<file path="config.mk">
export PLATFORM = sky130hd
export DESIGN_NAME = iwm_control
export DESIGN_NICKNAME = d
export VERILOG_FILES = /design/src/common/drive_pkg.sv /design/src/common/iwm_pkg.sv /design/src/rtl/iwm/iwm_soft_switches.sv /design/src/rtl/iwm/iwm_status_read.sv /design/src/rtl/iwm_control.sv /design/src/rtl/motor_spin_timer.sv
export SDC_FILE = /design/constraint.sdc
export NUM_CORES = 1
export LEC_CHECK = 0
export BUFFER_PORTS_ARGS = -buffer_cell sky130_fd_sc_hd__buf_2
export CELL_PAD_IN_SITES_DETAIL_PLACEMENT = 1
export CELL_PAD_IN_SITES_GLOBAL_PLACEMENT = 2
export CORE_UTILIZATION = 31
export DETAILED_ROUTE_END_ITERATION = 6
export HOLD_SLACK_MARGIN = 0.02
export PLACE_DENSITY_LB_ADDON = 0.1
export SETUP_SLACK_MARGIN = 0.5
export SYNTH_ARGS = -nofsm -noshare
export SYNTH_HDL_FRONTEND = slang
export SYNTH_SLANG_ARGS = --single-unit
</file>
<file path="constraint.sdc">
create_clock -name CLK_14M -period 2.6 [get_ports CLK_14M]
set_input_delay 0.39 -clock CLK_14M [delete_from_list [all_inputs] [get_ports CLK_14M]]
set_output_delay 0.39 -clock CLK_14M [all_outputs]
set_load 0.005 [all_outputs]
</file>
<file path="src/common/drive_pkg.sv">
// ====================================================================
// Drive-side types shared by the sense mux and the motor timer
// Spin defaults assume a 14 MHz clock (about 300 ms up, 1 s down)
// ====================================================================

package drive_pkg;

    // Motor inertia counter, wide enough for one second at 14 MHz
    typedef logic [23:0] spin_count_t;

    // One sense line per modeled drive
    typedef logic [2:0] drive_sense_t;

    // Bit positions inside drive_sense_t
    localparam int DRV35_1  = 0;
    localparam int DRV35_2  = 1;
    localparam int DRV525_1 = 2;

    // Default inertia times in CLK_14M cycles
    localparam spin_count_t DEFAULT_SPINUP   = 24'd4200000;
    localparam spin_count_t DEFAULT_SPINDOWN = 24'd14000000;

    // 5.25" motor inertia states
    typedef enum logic [1:0] {
        SPIN_OFF,
        SPIN_UP,
        SPIN_ON,
        SPIN_DOWN
    } spin_state_t;

endpackage

</file>
<file path="src/common/iwm_pkg.sv">
// ====================================================================
// IWM register map types and soft-switch address codes
// Switch codes are the values of A[3:1]; A[0] carries the new bit
// Status layout follows the IIgs IWM status register read
// ====================================================================

package iwm_pkg;

    // Low address bits decoded by the IWM
    typedef logic [3:0] iwm_addr_t;

    // CPU data byte
    typedef logic [7:0] iwm_data_t;

    // Stepper phase lines PH0..PH3
    typedef logic [3:0] phase_t;

    // Stored mode register bits
    typedef logic [4:0] mode_t;

    // Latched sense index from the last phase access
    typedef logic [2:0] sense_reg_t;

    // Soft-switch codes on A[3:1]
    localparam logic [2:0] SW_PHASE0    = 3'd0;
    localparam logic [2:0] SW_PHASE1    = 3'd1;
    localparam logic [2:0] SW_PHASE2    = 3'd2;
    localparam logic [2:0] SW_PHASE3    = 3'd3;
    localparam logic [2:0] SW_MOTOR     = 3'd4;
    localparam logic [2:0] SW_DRIVE_SEL = 3'd5;
    localparam logic [2:0] SW_Q6        = 3'd6;
    localparam logic [2:0] SW_Q7        = 3'd7;

    // Status register bit positions
    localparam int STATUS_SENSE_BIT = 7;
    localparam int STATUS_MOTOR_BIT = 5;

    // Byte returned for reads the IWM does not model
    localparam iwm_data_t READ_IDLE = 8'hFF;

endpackage

</file>
<file path="src/rtl/iwm/iwm_soft_switches.sv">
// ====================================================================
// IWM soft-switch state, updated once per CPU access
// Update happens on the first PH2-qualified edge of DEVICE_SELECT
// device_select must drop for one edge before the next update
// Immediate outputs are combinational and valid during the access
// ====================================================================

`timescale 1ns/100ps

module iwm_soft_switches (
    input  logic                CLK_14M,
    input  logic                RESET,
    input  logic                device_select,
    input  logic                wr_cycle,
    input  logic                ph2,
    input  iwm_pkg::iwm_addr_t  a,
    input  iwm_pkg::iwm_data_t  d_in,
    output iwm_pkg::phase_t     phases,
    output logic                drive_on,
    output logic                drive_sel,
    output logic                cpu_rd,
    output logic                imm_q6,
    output logic                imm_q7,
    output logic                imm_motor,
    output iwm_pkg::mode_t      imm_mode,
    output iwm_pkg::sense_reg_t sense_reg
);
    import iwm_pkg::*;

    // Switch state not exported directly
    logic       q6;
    logic       q7;
    mode_t      mode_reg;

    // Access tracking
    logic       access_seen;
    logic       access_edge;
    logic       cpu_wr;

    // Decode helpers
    logic [2:0] sw_sel;
    logic       mode_wr;
    phase_t     next_phases;

    // ==================================================================
    // Access decode
    // ==================================================================

    // wr_cycle high marks a read
    assign cpu_rd = device_select && wr_cycle;
    assign cpu_wr = device_select && !wr_cycle;

    // First PH2 edge of an access not yet serviced
    assign access_edge = device_select && ph2 && !access_seen;

    assign sw_sel = a[3:1];

    // Phase lines as they will be after this access
    always_comb begin
        next_phases = phases;
        next_phases[a[2:1]] = a[0];
    end

    // ==================================================================
    // Immediate values seen by the read path
    // ==================================================================

    // Accessed switch shows its new bit right away
    assign imm_q6    = (device_select && sw_sel == SW_Q6) ? a[0] : q6;
    assign imm_q7    = (device_select && sw_sel == SW_Q7) ? a[0] : q7;
    assign imm_motor = (device_select && sw_sel == SW_MOTOR) ? a[0] : drive_on;

    // Mode write needs motor off, Q6 and Q7 set, odd address
    assign mode_wr  = cpu_wr && !drive_on && imm_q6 && imm_q7 && a[0];
    assign imm_mode = mode_wr ? d_in[4:0] : mode_reg;

    // ==================================================================
    // Switch registers
    // ==================================================================

    always_ff @(posedge CLK_14M or posedge RESET) begin
        if (RESET) begin
            phases      <= '0;
            drive_on    <= 1'b0;
            drive_sel   <= 1'b0;
            q6          <= 1'b0;
            q7          <= 1'b0;
            mode_reg    <= '0;
            sense_reg   <= '0;
            access_seen <= 1'b0;
        end else begin
            // Re-arm once the select goes away
            if (!device_select) begin
                access_seen <= 1'b0;
            end
            if (access_edge) begin
                access_seen <= 1'b1;
                case (sw_sel)
                    // Set or clear alike latches the sense index
                    SW_PHASE0, SW_PHASE1, SW_PHASE2, SW_PHASE3: begin
                        phases    <= next_phases;
                        sense_reg <= next_phases[2:0];
                    end
                    SW_MOTOR:     drive_on  <= a[0];
                    SW_DRIVE_SEL: drive_sel <= a[0];
                    SW_Q6:        q6        <= a[0];
                    SW_Q7:        q7        <= a[0];
                endcase
                if (mode_wr) begin
                    mode_reg <= d_in[4:0];
                end
            end
        end
    end

    // Mode is frozen for as long as the motor is commanded on
    a_mode_stable_motor_on : assert property (
        @(posedge CLK_14M) disable iff (RESET)
        drive_on |=> $stable(mode_reg)
    );

endmodule

</file>
<file path="src/rtl/iwm/iwm_status_read.sv">
// ====================================================================
// IWM status register read path
// Only Q6=1, Q7=0 reads are modeled; all others return all ones
// Absent 5.25" drive 2 and a stopped motor both read sense as one
// ====================================================================

`timescale 1ns/100ps

module iwm_status_read (
    input  logic                    cpu_rd,
    input  logic                    imm_q6,
    input  logic                    imm_q7,
    input  logic                    imm_motor,
    input  logic                    drive_on,
    input  logic                    drive_sel,
    input  logic                    is_35_inch,
    input  iwm_pkg::mode_t          imm_mode,
    input  drive_pkg::drive_sense_t drive_sense,
    output iwm_pkg::iwm_data_t      d_out
);
    import iwm_pkg::*;
    import drive_pkg::*;

    logic      drive_bit;
    logic      sense;
    iwm_data_t status;

    // Pick the sense line of the selected drive
    always_comb begin
        if (is_35_inch) begin
            drive_bit = drive_sel ? drive_sense[DRV35_2] : drive_sense[DRV35_1];
        end else begin
            // No second 5.25" drive, line floats high
            drive_bit = drive_sel ? 1'b1 : drive_sense[DRV525_1];
        end
    end

    // No drive is enabled while the motor is off
    assign sense = drive_on ? drive_bit : 1'b1;

    // Status byte, bit 6 stays zero
    always_comb begin
        status                   = '0;
        status[4:0]              = imm_mode;
        status[STATUS_MOTOR_BIT] = imm_motor;
        status[STATUS_SENSE_BIT] = sense;
    end

    // Status on Q6 high, Q7 low
    assign d_out = (cpu_rd && imm_q6 && !imm_q7) ? status : READ_IDLE;

endmodule

</file>
<file path="src/rtl/iwm_control.sv">
// ====================================================================
// IWM soft-switch controller top level
// No flux or data registers; reads other than status return all ones
// disk35 bit 6 selects 3.5" drives, other bits are ignored
// Phase, sense index and select go out to external drive models
// ====================================================================

`timescale 1ns/100ps

module iwm_control #(
    parameter drive_pkg::spin_count_t SPINUP_CYCLES   = drive_pkg::DEFAULT_SPINUP,
    parameter drive_pkg::spin_count_t SPINDOWN_CYCLES = drive_pkg::DEFAULT_SPINDOWN
) (
    input  logic                    CLK_14M,
    input  logic                    RESET,
    input  logic                    device_select,
    input  logic                    wr_cycle,
    input  logic                    ph2,
    input  iwm_pkg::iwm_addr_t      a,
    input  iwm_pkg::iwm_data_t      d_in,
    input  iwm_pkg::iwm_data_t      disk35,
    input  drive_pkg::drive_sense_t drive_sense,
    output iwm_pkg::iwm_data_t      d_out,
    output iwm_pkg::phase_t         phases,
    output iwm_pkg::sense_reg_t     sense_reg,
    output logic                    drive_on,
    output logic                    drive_sel,
    output logic                    floppy_motor_on
);
    import iwm_pkg::*;

    // 3.5" flag from the disk register
    logic  is_35_inch;

    // Same-access values from the switch block
    logic  cpu_rd;
    logic  imm_q6;
    logic  imm_q7;
    logic  imm_motor;
    mode_t imm_mode;

    assign is_35_inch = disk35[6];

    // ==================================================================
    // Soft switches
    // ==================================================================

    iwm_soft_switches i_soft_switches (
        .CLK_14M       (CLK_14M),
        .RESET         (RESET),
        .device_select (device_select),
        .wr_cycle      (wr_cycle),
        .ph2           (ph2),
        .a             (a),
        .d_in          (d_in),
        .phases        (phases),
        .drive_on      (drive_on),
        .drive_sel     (drive_sel),
        .cpu_rd        (cpu_rd),
        .imm_q6        (imm_q6),
        .imm_q7        (imm_q7),
        .imm_motor     (imm_motor),
        .imm_mode      (imm_mode),
        .sense_reg     (sense_reg)
    );

    // Status read and sense mux
    iwm_status_read i_status_read (
        .cpu_rd      (cpu_rd),
        .imm_q6      (imm_q6),
        .imm_q7      (imm_q7),
        .imm_motor   (imm_motor),
        .drive_on    (drive_on),
        .drive_sel   (drive_sel),
        .is_35_inch  (is_35_inch),
        .imm_mode    (imm_mode),
        .drive_sense (drive_sense),
        .d_out       (d_out)
    );

    // 5.25" inertia, drives the clock slowdown request
    motor_spin_timer #(
        .SPINUP_CYCLES   (SPINUP_CYCLES),
        .SPINDOWN_CYCLES (SPINDOWN_CYCLES)
    ) i_motor_timer (
        .CLK_14M        (CLK_14M),
        .RESET          (RESET),
        .drive_on       (drive_on),
        .is_35_inch     (is_35_inch),
        .motor_spinning (floppy_motor_on)
    );

endmodule

</file>
<file path="src/rtl/motor_spin_timer.sv">
// ====================================================================
// 5.25" motor inertia model
// Output rises SPINUP_CYCLES+1 edges after the first edge seeing on
// Output falls SPINDOWN_CYCLES+1 edges after drive_on drops
// 3.5" mode holds the timer off; Sony drives spin on their own
// ====================================================================

`timescale 1ns/100ps

module motor_spin_timer #(
    parameter drive_pkg::spin_count_t SPINUP_CYCLES   = drive_pkg::DEFAULT_SPINUP,
    parameter drive_pkg::spin_count_t SPINDOWN_CYCLES = drive_pkg::DEFAULT_SPINDOWN
) (
    input  logic CLK_14M,
    input  logic RESET,
    input  logic drive_on,
    input  logic is_35_inch,
    output logic motor_spinning
);
    import drive_pkg::*;

    spin_state_t state;
    spin_count_t count;

    always_ff @(posedge CLK_14M or posedge RESET) begin
        if (RESET) begin
            state <= SPIN_OFF;
            count <= '0;
        end else if (is_35_inch) begin
            // Timer idles in 3.5" mode
            state <= SPIN_OFF;
            count <= '0;
        end else begin
            case (state)
                SPIN_OFF: begin
                    if (drive_on) begin
                        state <= SPIN_UP;
                        count <= '0;
                    end
                end
                SPIN_UP: begin
                    // Off during spin-up aborts without a spin-down
                    if (!drive_on) begin
                        state <= SPIN_OFF;
                    end else if (count == SPINUP_CYCLES) begin
                        state <= SPIN_ON;
                    end else begin
                        count <= count + 1'b1;
                    end
                end
                SPIN_ON: begin
                    if (!drive_on) begin
                        state <= SPIN_DOWN;
                        count <= SPINDOWN_CYCLES;
                    end
                end
                SPIN_DOWN: begin
                    // Back on before the platter stops
                    if (drive_on) begin
                        state <= SPIN_ON;
                    end else if (count <= spin_count_t'(1)) begin
                        state <= SPIN_OFF;
                    end else begin
                        count <= count - 1'b1;
                    end
                end
                default: state <= SPIN_OFF;
            endcase
        end
    end

    assign motor_spinning = (state == SPIN_ON) || (state == SPIN_DOWN);

    // Only the edge right after the 3.5" flag rises may still show spin
    a_no_spin_in_35 : assert property (
        @(posedge CLK_14M) disable iff (RESET)
        (is_35_inch && $past(is_35_inch)) |-> !motor_spinning
    );

endmodule

</file>
==> implementation parameters, run 1 <==
Parameter                              Value

Timing
  Final sum of negative setup slack ... 0 ns
  Finish-stage setup viols ... 0
  Worst relative slew slack ... between 20% and 30%
  PnR worst setup slack ... around 0.15 ns
  Least-Margin Pin Slew ... roughly 1.1 ns
  Final slew viol count ... 0
  Final hold violation count ... 0
  Clock Skew ... just over 0.007 ns
  Post-route minimum period ... about 2.4 ns
  Share of the cycle needed by the critical path after routing ... a little over nine tenths
  Unrepaired setup endpoints after global routing ... true
  Highest clock frequency the design can meet ... about 410 MHz

Logic synthesis
  Synthesized area ... 3290 um^2
  XOR/XNOR share of the synthesized area ... roughly 1.9%
  Synth Area in Compound Gates ... 20.6%
  Post-Synthesis Net Count ... 434
  Portion of netlist area occupied by mux cells ... under 10%
  Gate count of the mapped netlist ... between 400 and 500
  Share of synthesized registers carrying an async set or reset ... 100%
  Adder-cell area share of the yosys netlist ... about 1.5%
  Commonest register cell after synthesis ... dfrtp_1
  Largest family of logic cells by synthesized area ... simple AND/OR/NAND/NOR gates
  Area share of and/or/nand/nor cells after synthesis ... slightly below 30%
  Proportion of synthesized chip area in sequential cells ... 30.5%
  Mean instance size in the synthesized netlist ... 8.17 um^2
  Count of synthesis-stage warnings from yosys ... 0
  Yosys cell types ... between 60 and 70
  Number of flip-flops and latches in the synthesized netlist ... 40
  EDFF count, synth ... 0

Placed design
  Total of buffers placed on input and output ports ... 35
  Final Wtd Congestion ... around 0.81
  Worst setup slack after placement ... approximately 0.053 ns
  Half-perimeter wire length of the detailed placement result ... about 8.9 mm
  Dpl cells ... 583

Finish
  Commonest non-fill, non-tap cells in the layout ... buf_4, nand2_1, dfrtp_1
  Final cell utilization of the core ... roughly two fifths
  Diodes inserted ... 0
  Number of flip-flops under the largest register name ... 24
  Number of fill cells in the layout ... ~1200
  Net count reported at finish ... 505
  Area growth from synthesis to layout ... 30.5%
  Post-layout instance count excluding filler cells ... slightly above 600
  Leading cell type in the layout, fill and taps excluded ... buf_4
  Fraction of layout instances using a drive strength above 1 ... between 30 and 40%

Floorplan
  Number of top-level pins ... 46
  Die boundary height ... 105 um
  Rows ... 37
  Starting utilization of the core area ... between 30% and 40%
  Width of the chip ... between 100 and 150 um
  Floorplan die area ... 11000 um^2
  Area of the placeable core ... ~10000 um^2

Worst setup path
  Critical Path Start ... i_motor_timer.count[20]$_DFFE_PP0P_
  Slowest cell on the critical path ... or4_4
  Buffers & Inverters on Critical Path ... 1
  Critical path, cell by cell ... or4_4, or2_4, or4_4, buf_4, nand3_4, nor2_1, o221a_2
  Worst path most repeated cell ... or4_4
  Source of the worst register-to-register timing path ... i_motor_timer.count[20]$_DFFE_PP0P_
  Peak fanout along the critical path ... 5
  CP Launch Type ... flop
  Category of the critical setup timing path ... flop to flop
  Kind of end point of the critical path ... flop
  Depth of the most critical reg-to-reg path ... 7
  CP delay by family, top ... simple AND/OR/NAND/NOR gates
  Crit Reg-Reg Endpoint ... i_motor_timer.count[16]$_DFFE_PP0P_
  Required time at the endpoint of the critical path ... 2.79 ns
  Signal arrival time at the worst endpoint ... 2.64 ns
  Reg-to-reg slack, setup ... approximately 0.15 ns
  Delay of the slowest cell on the worst path ... around 0.58 ns

GRT
  GRT overflow ... 0
  Number of antenna violations at the first check in global routing ... 0
  Number of global-route vias before repair ... 3508
  Tot GR Track Use ... around 23%
  Maximum number of pins on one net before global-route repair ... 29
  Global-route wire length before repair ... a little under 20 mm

Routing
  Number of DRC violations after detailed routing ... 0
  Detailed-route via count ... 3512
  Avg WL per Cell ... around 20 um
  Routed vias/inst ... 5.76
  Count of routing violations after the opening detailed-route iteration ... around 190
  Sum of routed wire length over all layers ... ~12 mm
  Number of antenna-violating nets in the routed design ... 0
  Initial DRT Pass Iterations ... 6

Pwr
  Peak supply drop ... around 260 uV
  Leakage component of the power ... ~1.8 nW
  Total design power ... roughly 2.2 mW
  PD cells ... 504 nW/um^2

CTS
  Maximum buffer depth of the clock tree ... 2
  Number of sinks driven by the clock tree ... 40
  Root Driver ... clkbuf_8
  TritonCTS clock tree ... yes
  Source-to-sink clock delay at the later pin of the worst-skew pair ... about 0.3 ns
  Number of hold buffers added after cts ... 0
  Number of buffers created by CTS ... 5
  CTS HTree Levels ... 2
  Clock input transition at the sequential cells of the worst setup and hold paths ... about 0.09 ns

Min path
  Worst min-delay path category ... input port to async pin

Job
  Max_cap viols ... 0

Status
  Status ... finished clean
## worst max-delay path by stage
stage / end / slack [ns] / cells past startpoint
3_3_place_gp: i_motor_timer.count[23]$_DFFE_PP0P_ / 0.11 / 7
5_1_grt: i_motor_timer.count[2]$_DFFE_PP0P_ / 0.1 / 7
6_report: i_motor_timer.count[16]$_DFFE_PP0P_ / 0.15 / 7
3_5_place_dp: i_motor_timer.count[23]$_DFFE_PP0P_ / 0.05 / 7
2_1_floorplan: i_motor_timer.count[7]$_DFFE_PP0P_ / 0.31 / 6
4_1_cts: i_motor_timer.count[7]$_DFFE_PP0P_ / 0.18 / 6
## cell usage after synthesis, drive strengths merged (3+ instances only)
cell type,instances,area share [%]
a32oi,4,1.3
or2,3,0.57
o2bb2ai,3,0.80
a21oi,23,3.5
o21ai,14,2.1
nor4,14,2.7
and3,11,2.2
nand2,42,4.8
clkbuf,27,3.4
a221oi,3,0.99
nand4,9,1.7
xor2,6,1.6
ha,4,1.5
nor2,32,3.7
nand3,22,3.4
nand2b,4,0.76
nor2b,8,1.5
or4,7,1.9
nor3,12,1.8
dfrtp,40,30
nand3b,5,1.1
mux2,14,4.8
mux2i,11,3.4
nand4b,3,0.80
buf,12,3.4
o31ai,4,0.91
inv,9,1.0
o221a,3,1.0
a22o,4,1.1
o22ai,8,1.5
and4,4,1.1
a31oi,9,2.2
## final cells by class
class	instances	area, um^2	area share [%]
timing repair buffer	102	731	17.0
sequential	40	1000	23.4
tap	136	170	3.97
multi-input combinational	314	2260	52.7
clock inverter	2	12.5	0.292
clock buffer	6	72.6	1.69
inverter	10	37.5	0.875
## repair_timing
action / 4_1_cts / 5_1_grt
buffers inserted: 7 / 10
pin swaps: 9 / 16
resized for setup: 25 / 21
endpoints found under the setup margin: 31 / 32
endpoints found under the hold margin: 0 / 0
cloned: 0 / 2
## per-stage QoR
stage	instance area (um^2)	hold WS [ns]
floorplan	3370	0.464
CTS	4090	0.232
global placement	3850	0.473
global route	4290	0.275
finish	4290	0.210
detailed placement	3850	0.484
## report_power, final
group	internal, mW	leakage [nW]	switching (mW)
combinational	0.453	1.26	0.526
clock	0.188	0.0412	0.251
sequential	0.675	0.539	0.0657
total	1.32	1.84	0.842
## routing by layer
metal / vias to the layer above / global-route usage, % / wire [um]
met5: - / 0 / 0
met4: 0 / 5.84 / 230
met3: 17 / 2.81 / 583
met2: 71 / 37.5 / 5910
met1: 1776 / 30.7 / 5730
li1: 1648 / - / -
## worst register-to-register path, stage by stage, from the launching register on
cell and delay, ns:
dfrtp_1 0.39, or4_4 0.58, or2_4 0.28, or4_4 0.47
buf_4 0.17, nand3_4 0.13, nor2_1 0.06, o221a_2 0.26
## logic make-up after synthesis
logic type	after synthesis
and+or+nand+nor	181
AOI/OAI and AO/OA	95
buffers and inverters	50
DFF	40
muxes	25
xor gates and xnor gates	7
adders and majority gates	4
Power figures use the tool's default switching activity.
==> run 2, diff against run 1 <==
--- a/config.mk
+++ b/config.mk
@@ -5,14 +5,16 @@
 export SDC_FILE = /design/constraint.sdc
 export NUM_CORES = 1
 export LEC_CHECK = 0
+export ABC_CLOCK_PERIOD_IN_PS = 2600
 export BUFFER_PORTS_ARGS = -buffer_cell sky130_fd_sc_hd__buf_2
 export CELL_PAD_IN_SITES_DETAIL_PLACEMENT = 1
 export CELL_PAD_IN_SITES_GLOBAL_PLACEMENT = 2
-export CORE_UTILIZATION = 31
+export CORE_UTILIZATION = 32
 export DETAILED_ROUTE_END_ITERATION = 6
 export HOLD_SLACK_MARGIN = 0.02
-export PLACE_DENSITY_LB_ADDON = 0.1
+export PLACE_DENSITY = 0.78
 export SETUP_SLACK_MARGIN = 0.5
 export SYNTH_ARGS = -nofsm -noshare
 export SYNTH_HDL_FRONTEND = slang
+export SYNTH_HIERARCHICAL = 1
 export SYNTH_SLANG_ARGS = --single-unit
==> implementation parameters, run 2 <==
Parameter                              Value

Status
  Status ... finished clean (unchanged)

GRT
  Global-route wire length before repair ... 19.3 mm (about the same)
  Number of antenna violations at the first check in global routing ... 0 (unchanged)
  Maximum number of pins on one net before global-route repair ... 31 (was 29)
  Tot GR Track Use ... 22.3% (was 22.5%)
  GRT overflow ... 0 (unchanged)
  Number of global-route vias before repair ... 3688 (was 3508)

Timing
  Worst relative slew slack ... 62.9% (was 28.8%)
  Final sum of negative setup slack ... 0 ns (unchanged)
  Worst hold-check slack ... 0.137 ns (was 0.210 ns)
  Least-Margin Pin Slew ... 0.557 ns (was 1.06 ns)
  Share of the cycle needed by the critical path after routing ... 94.5% (was 94.1%)
  Unrepaired setup endpoints after global routing ... true (unchanged)
  Clock Skew ... 0.0169 ns (was 0.00709 ns)
  Post-route minimum period ... 2.46 ns (was 2.45 ns)
  Finish-stage setup viols ... 0 (unchanged)
  PnR worst setup slack ... 0.144 ns (was 0.153 ns)
  Final slew viol count ... 0 (unchanged)
  Highest clock frequency the design can meet ... 407 MHz (was 409 MHz)
  Final hold violation count ... 0 (unchanged)

Finish
  Fraction of layout instances using a drive strength above 1 ... 45.5% (was 36.7%)
  Final cell utilization of the core ... 45.8% (was 41.7%)
  Area growth from synthesis to layout ... 39.7% (was 30.5%)
  Number of fill cells in the layout ... 1198 (was 1245)
  Area of all placed cells without fillers ... 4700 um^2 (was 4290 um^2)
  Diodes inserted ... 0 (unchanged)
  Leading cell type in the layout, fill and taps excluded ... buf_4 (unchanged)
  Number of flip-flops under the largest register name ... 24 (unchanged)
  Commonest non-fill, non-tap cells in the layout ... buf_4, dfrtp_1, buf_2 (was buf_4, nand2_1, dfrtp_1)
  Net count reported at finish ... 504 (was 505)

Worst setup path
  Required time at the endpoint of the critical path ... 2.82 ns (was 2.79 ns)
  Critical Path Start ... i_motor_timer/count[13]$_DFFE_PP0P_ (was i_motor_timer.count[20]$_DFFE_PP0P_)
  Crit Reg-Reg Endpoint ... i_motor_timer/count[5]$_DFFE_PP0P_ (was i_motor_timer.count[16]$_DFFE_PP0P_)
  CP Launch Type ... flop (unchanged)
  Signal arrival time at the worst endpoint ... 2.67 ns (was 2.64 ns)
  Source of the worst register-to-register timing path ... i_motor_timer/count[13]$_DFFE_PP0P_ (was i_motor_timer.count[20]$_DFFE_PP0P_)
  Peak fanout along the critical path ... 6 (was 5)
  Kind of end point of the critical path ... flop (unchanged)
  Endpoint of the most critical setup path ... i_motor_timer/count[5]$_DFFE_PP0P_ (was i_motor_timer.count[16]$_DFFE_PP0P_)
  Category of the critical setup timing path ... flop to flop (unchanged)
  Depth of the most critical reg-to-reg path ... 8 (was 7)
  Reg-to-reg slack, setup ... 0.14 ns (was 0.15 ns)

Routing
  Number of DRC violations after detailed routing ... 0 (unchanged)
  Initial DRT Pass Iterations ... 4 (was 6)
  Sum of routed wire length over all layers ... 12.2 mm (was 12.5 mm)
  Detailed-route via count ... 3516 (was 3512)
  Avg WL per Cell ... 20.0 um (was 20.4 um)
  Count of routing violations after the opening detailed-route iteration ... 218 (was 185)
  Number of antenna-violating nets in the routed design ... 0 (unchanged)
  Routed vias/inst ... 5.77 (was 5.76)

Logic synthesis
  Post-synthesis cell type with the largest combined area ... dfrtp_1 (unchanged)
  Count leader, synth ... dfrtp_1 (was nand2_1)
  Gate count of the mapped netlist ... 389 (was 402)
  EDFF count, synth ... 0 (unchanged)
  Dominant cells by area after synthesis ... dfrtp_1, mux2_2, a21oi_1 (was dfrtp_1, mux2_2, nand2_1)
  Yosys cell types ... 74 (was 69)
  Share of synthesized registers carrying an async set or reset ... 100% (unchanged)
  Share of the synthesized area in the top cell type ... 29.7% (was 30.5%)
  Mean instance size in the synthesized netlist ... 8.66 um^2 (was 8.17 um^2)
  Post-Synthesis Net Count ... 421 (was 434)
  Commonest register cell after synthesis ... dfrtp_1 (unchanged)
  Number of flip-flops and latches in the synthesized netlist ... 40 (unchanged)
  Synthesized area ... 3370 um^2 (was 3290 um^2)
  Proportion of synthesized chip area in sequential cells ... 29.7% (was 30.5%)
  Count of synthesis-stage warnings from yosys ... 6 (was 0)
  List of most frequent post-synthesis cells ... dfrtp_1, nand2_1, a21oi_1 (was nand2_1, dfrtp_1, nor2_1)

Placed design
  Total cell area at the placement stage ... 4000 um^2 (was 3850 um^2)
  Final Wtd Congestion ... 0.862 (was 0.805)
  Half-perimeter wire length of the detailed placement result ... 8.09 mm (was 8.85 mm)
  Worst setup slack after placement ... -0.0193 ns (was 0.0530 ns)
  Total of buffers placed on input and output ports ... 35 (unchanged)

Pwr
  Portion of total power attributed to the clock network ... 20.7% (was 20.4%)
  Sequential share of power ... 32.3% (was 34.3%)
  Sw power ... 0.811 mW (was 0.842 mW)
  Leakage component of the power ... 1.97 nW (was 1.84 nW)
  PD cells ... 466 nW/um^2 (was 504 nW/um^2)
  Combinational Power Share ... 47.0% (was 45.4%)
  Peak supply drop ... 195 uV (was 262 uV)
  Switching Share ... 37.0% (was 39.0%)
  Total internal power ... 1.38 mW (was 1.32 mW)

CTS
  Maximum buffer depth of the clock tree ... 2 (unchanged)
  Clock input transition at the sequential cells of the worst setup and hold paths ... 0.09 ns (about the same)
  Number of buffers created by CTS ... 5 (unchanged)
  TritonCTS clock tree ... yes (unchanged)
  Source-to-sink clock delay at the later pin of the worst-skew pair ... 0.31 ns (was 0.30 ns)
  CTS HTree Levels ... 2 (unchanged)
  Number of hold buffers added after cts ... 0 (unchanged)
  Root Driver ... clkbuf_8 (unchanged)
  Number of sinks driven by the clock tree ... 40 (unchanged)

Floorplan
  Area of the placeable core ... 10300 um^2 (unchanged)
  Number of top-level pins ... 46 (unchanged)
  Width of the chip ... 105 um (about the same)
  Starting utilization of the core area ... 32.8% (was 32.0%)
  Rows ... 37 (unchanged)
  Floorplan die area ... 10900 um^2 (was 11000 um^2)
  Die boundary height ... 105 um (about the same)

Job
  Max_cap viols ... 0 (unchanged)

Min path
  Worst min-delay path category ... input port to async pin (unchanged)
[run 2: cell count changes in the layout (fill, tap and decap cells not counted), moves of 6 or more]
| cell | previous run | this run |
|---|---|---|
| or2_1 | 0 | 6 |
| mux2_4 | 0 | 6 |
| buf_6 | 6 | 13 |
| o22ai_1 | 8 | 2 |
| mux2i_1 | 11 | 3 |
| nand2_1 | 38 | 28 |
| nor2_1 | 30 | 13 |
| a21oi_2 | 3 | 9 |
[run 2: final cells by class]
| type | instances | area, um^2 | area share (%) |
|---|---|---|---|
| sequential | 40 | 1000 | 21.3 |
| inverter | 10 | 37.5 | 0.798 |
| clock buffer | 8 | 90.1 | 1.91 |
| tap | 136 | 170 | 3.62 |
| timing repair buffer | 112 | 892 | 19.0 |
| multi-input combinational | 303 | 2510 | 53.4 |
[run 2: what timing repair did]
item	in CTS	in global routing
setup endpoints to repair	30	30
pin swaps	27	25
gates resized for setup	42	38
cloned	1	1
setup buffers	17	7
[run 2: through the flow]
stage                     power (mW)  instances
after CTS                       2.06        601
final                           2.19        609
after detailed placement        1.46        575
after global placement          1.44        575
after global routing            2.30        609
after floorplan                 1.21        389
[run 2: worst min-delay path by stage]
| stage | cells after the start | startpoint | end | slack, ns |
|---|---|---|---|---|
| after floorplan | 1 | RESET | i_soft_switches/access_seen$_DFFE_PP0P_ | 0.28 |
| after global placement | 2 | RESET | i_soft_switches/phases[1]$_DFFE_PP0P_ | 0.46 |
| after detailed placement | 2 | RESET | i_soft_switches/phases[3]$_DFFE_PP0P_ | 0.48 |
| after CTS | 2 | RESET | i_soft_switches/phases[1]$_DFFE_PP0P_ | 0.16 |
| after global routing | 2 | RESET | i_soft_switches/phases[3]$_DFFE_PP0P_ | 0.20 |
| final | 2 | RESET | i_soft_switches/phases[3]$_DFFE_PP0P_ | 0.14 |
[run 2: kinds of logic (layout without fill, tap and decap cells)]
kind of cell             count (synthesis)  count (layout)  synth area share, %
buffers and inverters                   47             130                 7.06
multiplexers                            26              26                 8.66
AO/OA/AOI/OAI                           96              97                 20.0
adder cells (fa/ha/maj)                  4               4                 1.49
XOR/XNOR                                11              11                 2.86
AND/OR/NAND/NOR                        165             165                 30.2
flip-flops                              40              40                 29.7
[run 2: power groups by stage]
stage          clock [mW]  sequential, mW  combinational, mW
5_1_grt             0.487           0.717               1.10
6_report            0.452           0.708               1.03
3_5_place_dp            0           0.719              0.742
3_3_place_gp            0           0.716              0.727
4_1_cts             0.468           0.708              0.887
2_1_floorplan           0           0.719              0.495
[run 2: routing by layer]
metal  vias to the layer above  part of all wire (%)  GRT usage (%)
li1                       1626                     -              -
met1                      1761                    42           28.4
met2                       109                    50           38.8
met3                        20                   5.2           2.87
met4                         0                   2.3           7.55
met5                         -                     0              0
[run 2: worst max-delay path, cell delays in order, from the launching register on]
cell and delay, ns:
dfrtp_1 0.40, or3_4 0.41, or4_4 0.56, buf_6 0.15, o211ai_4 0.23, nand2_4 0.12
buf_12 0.14, clkbuf_16 0.16, o32ai_2 0.20
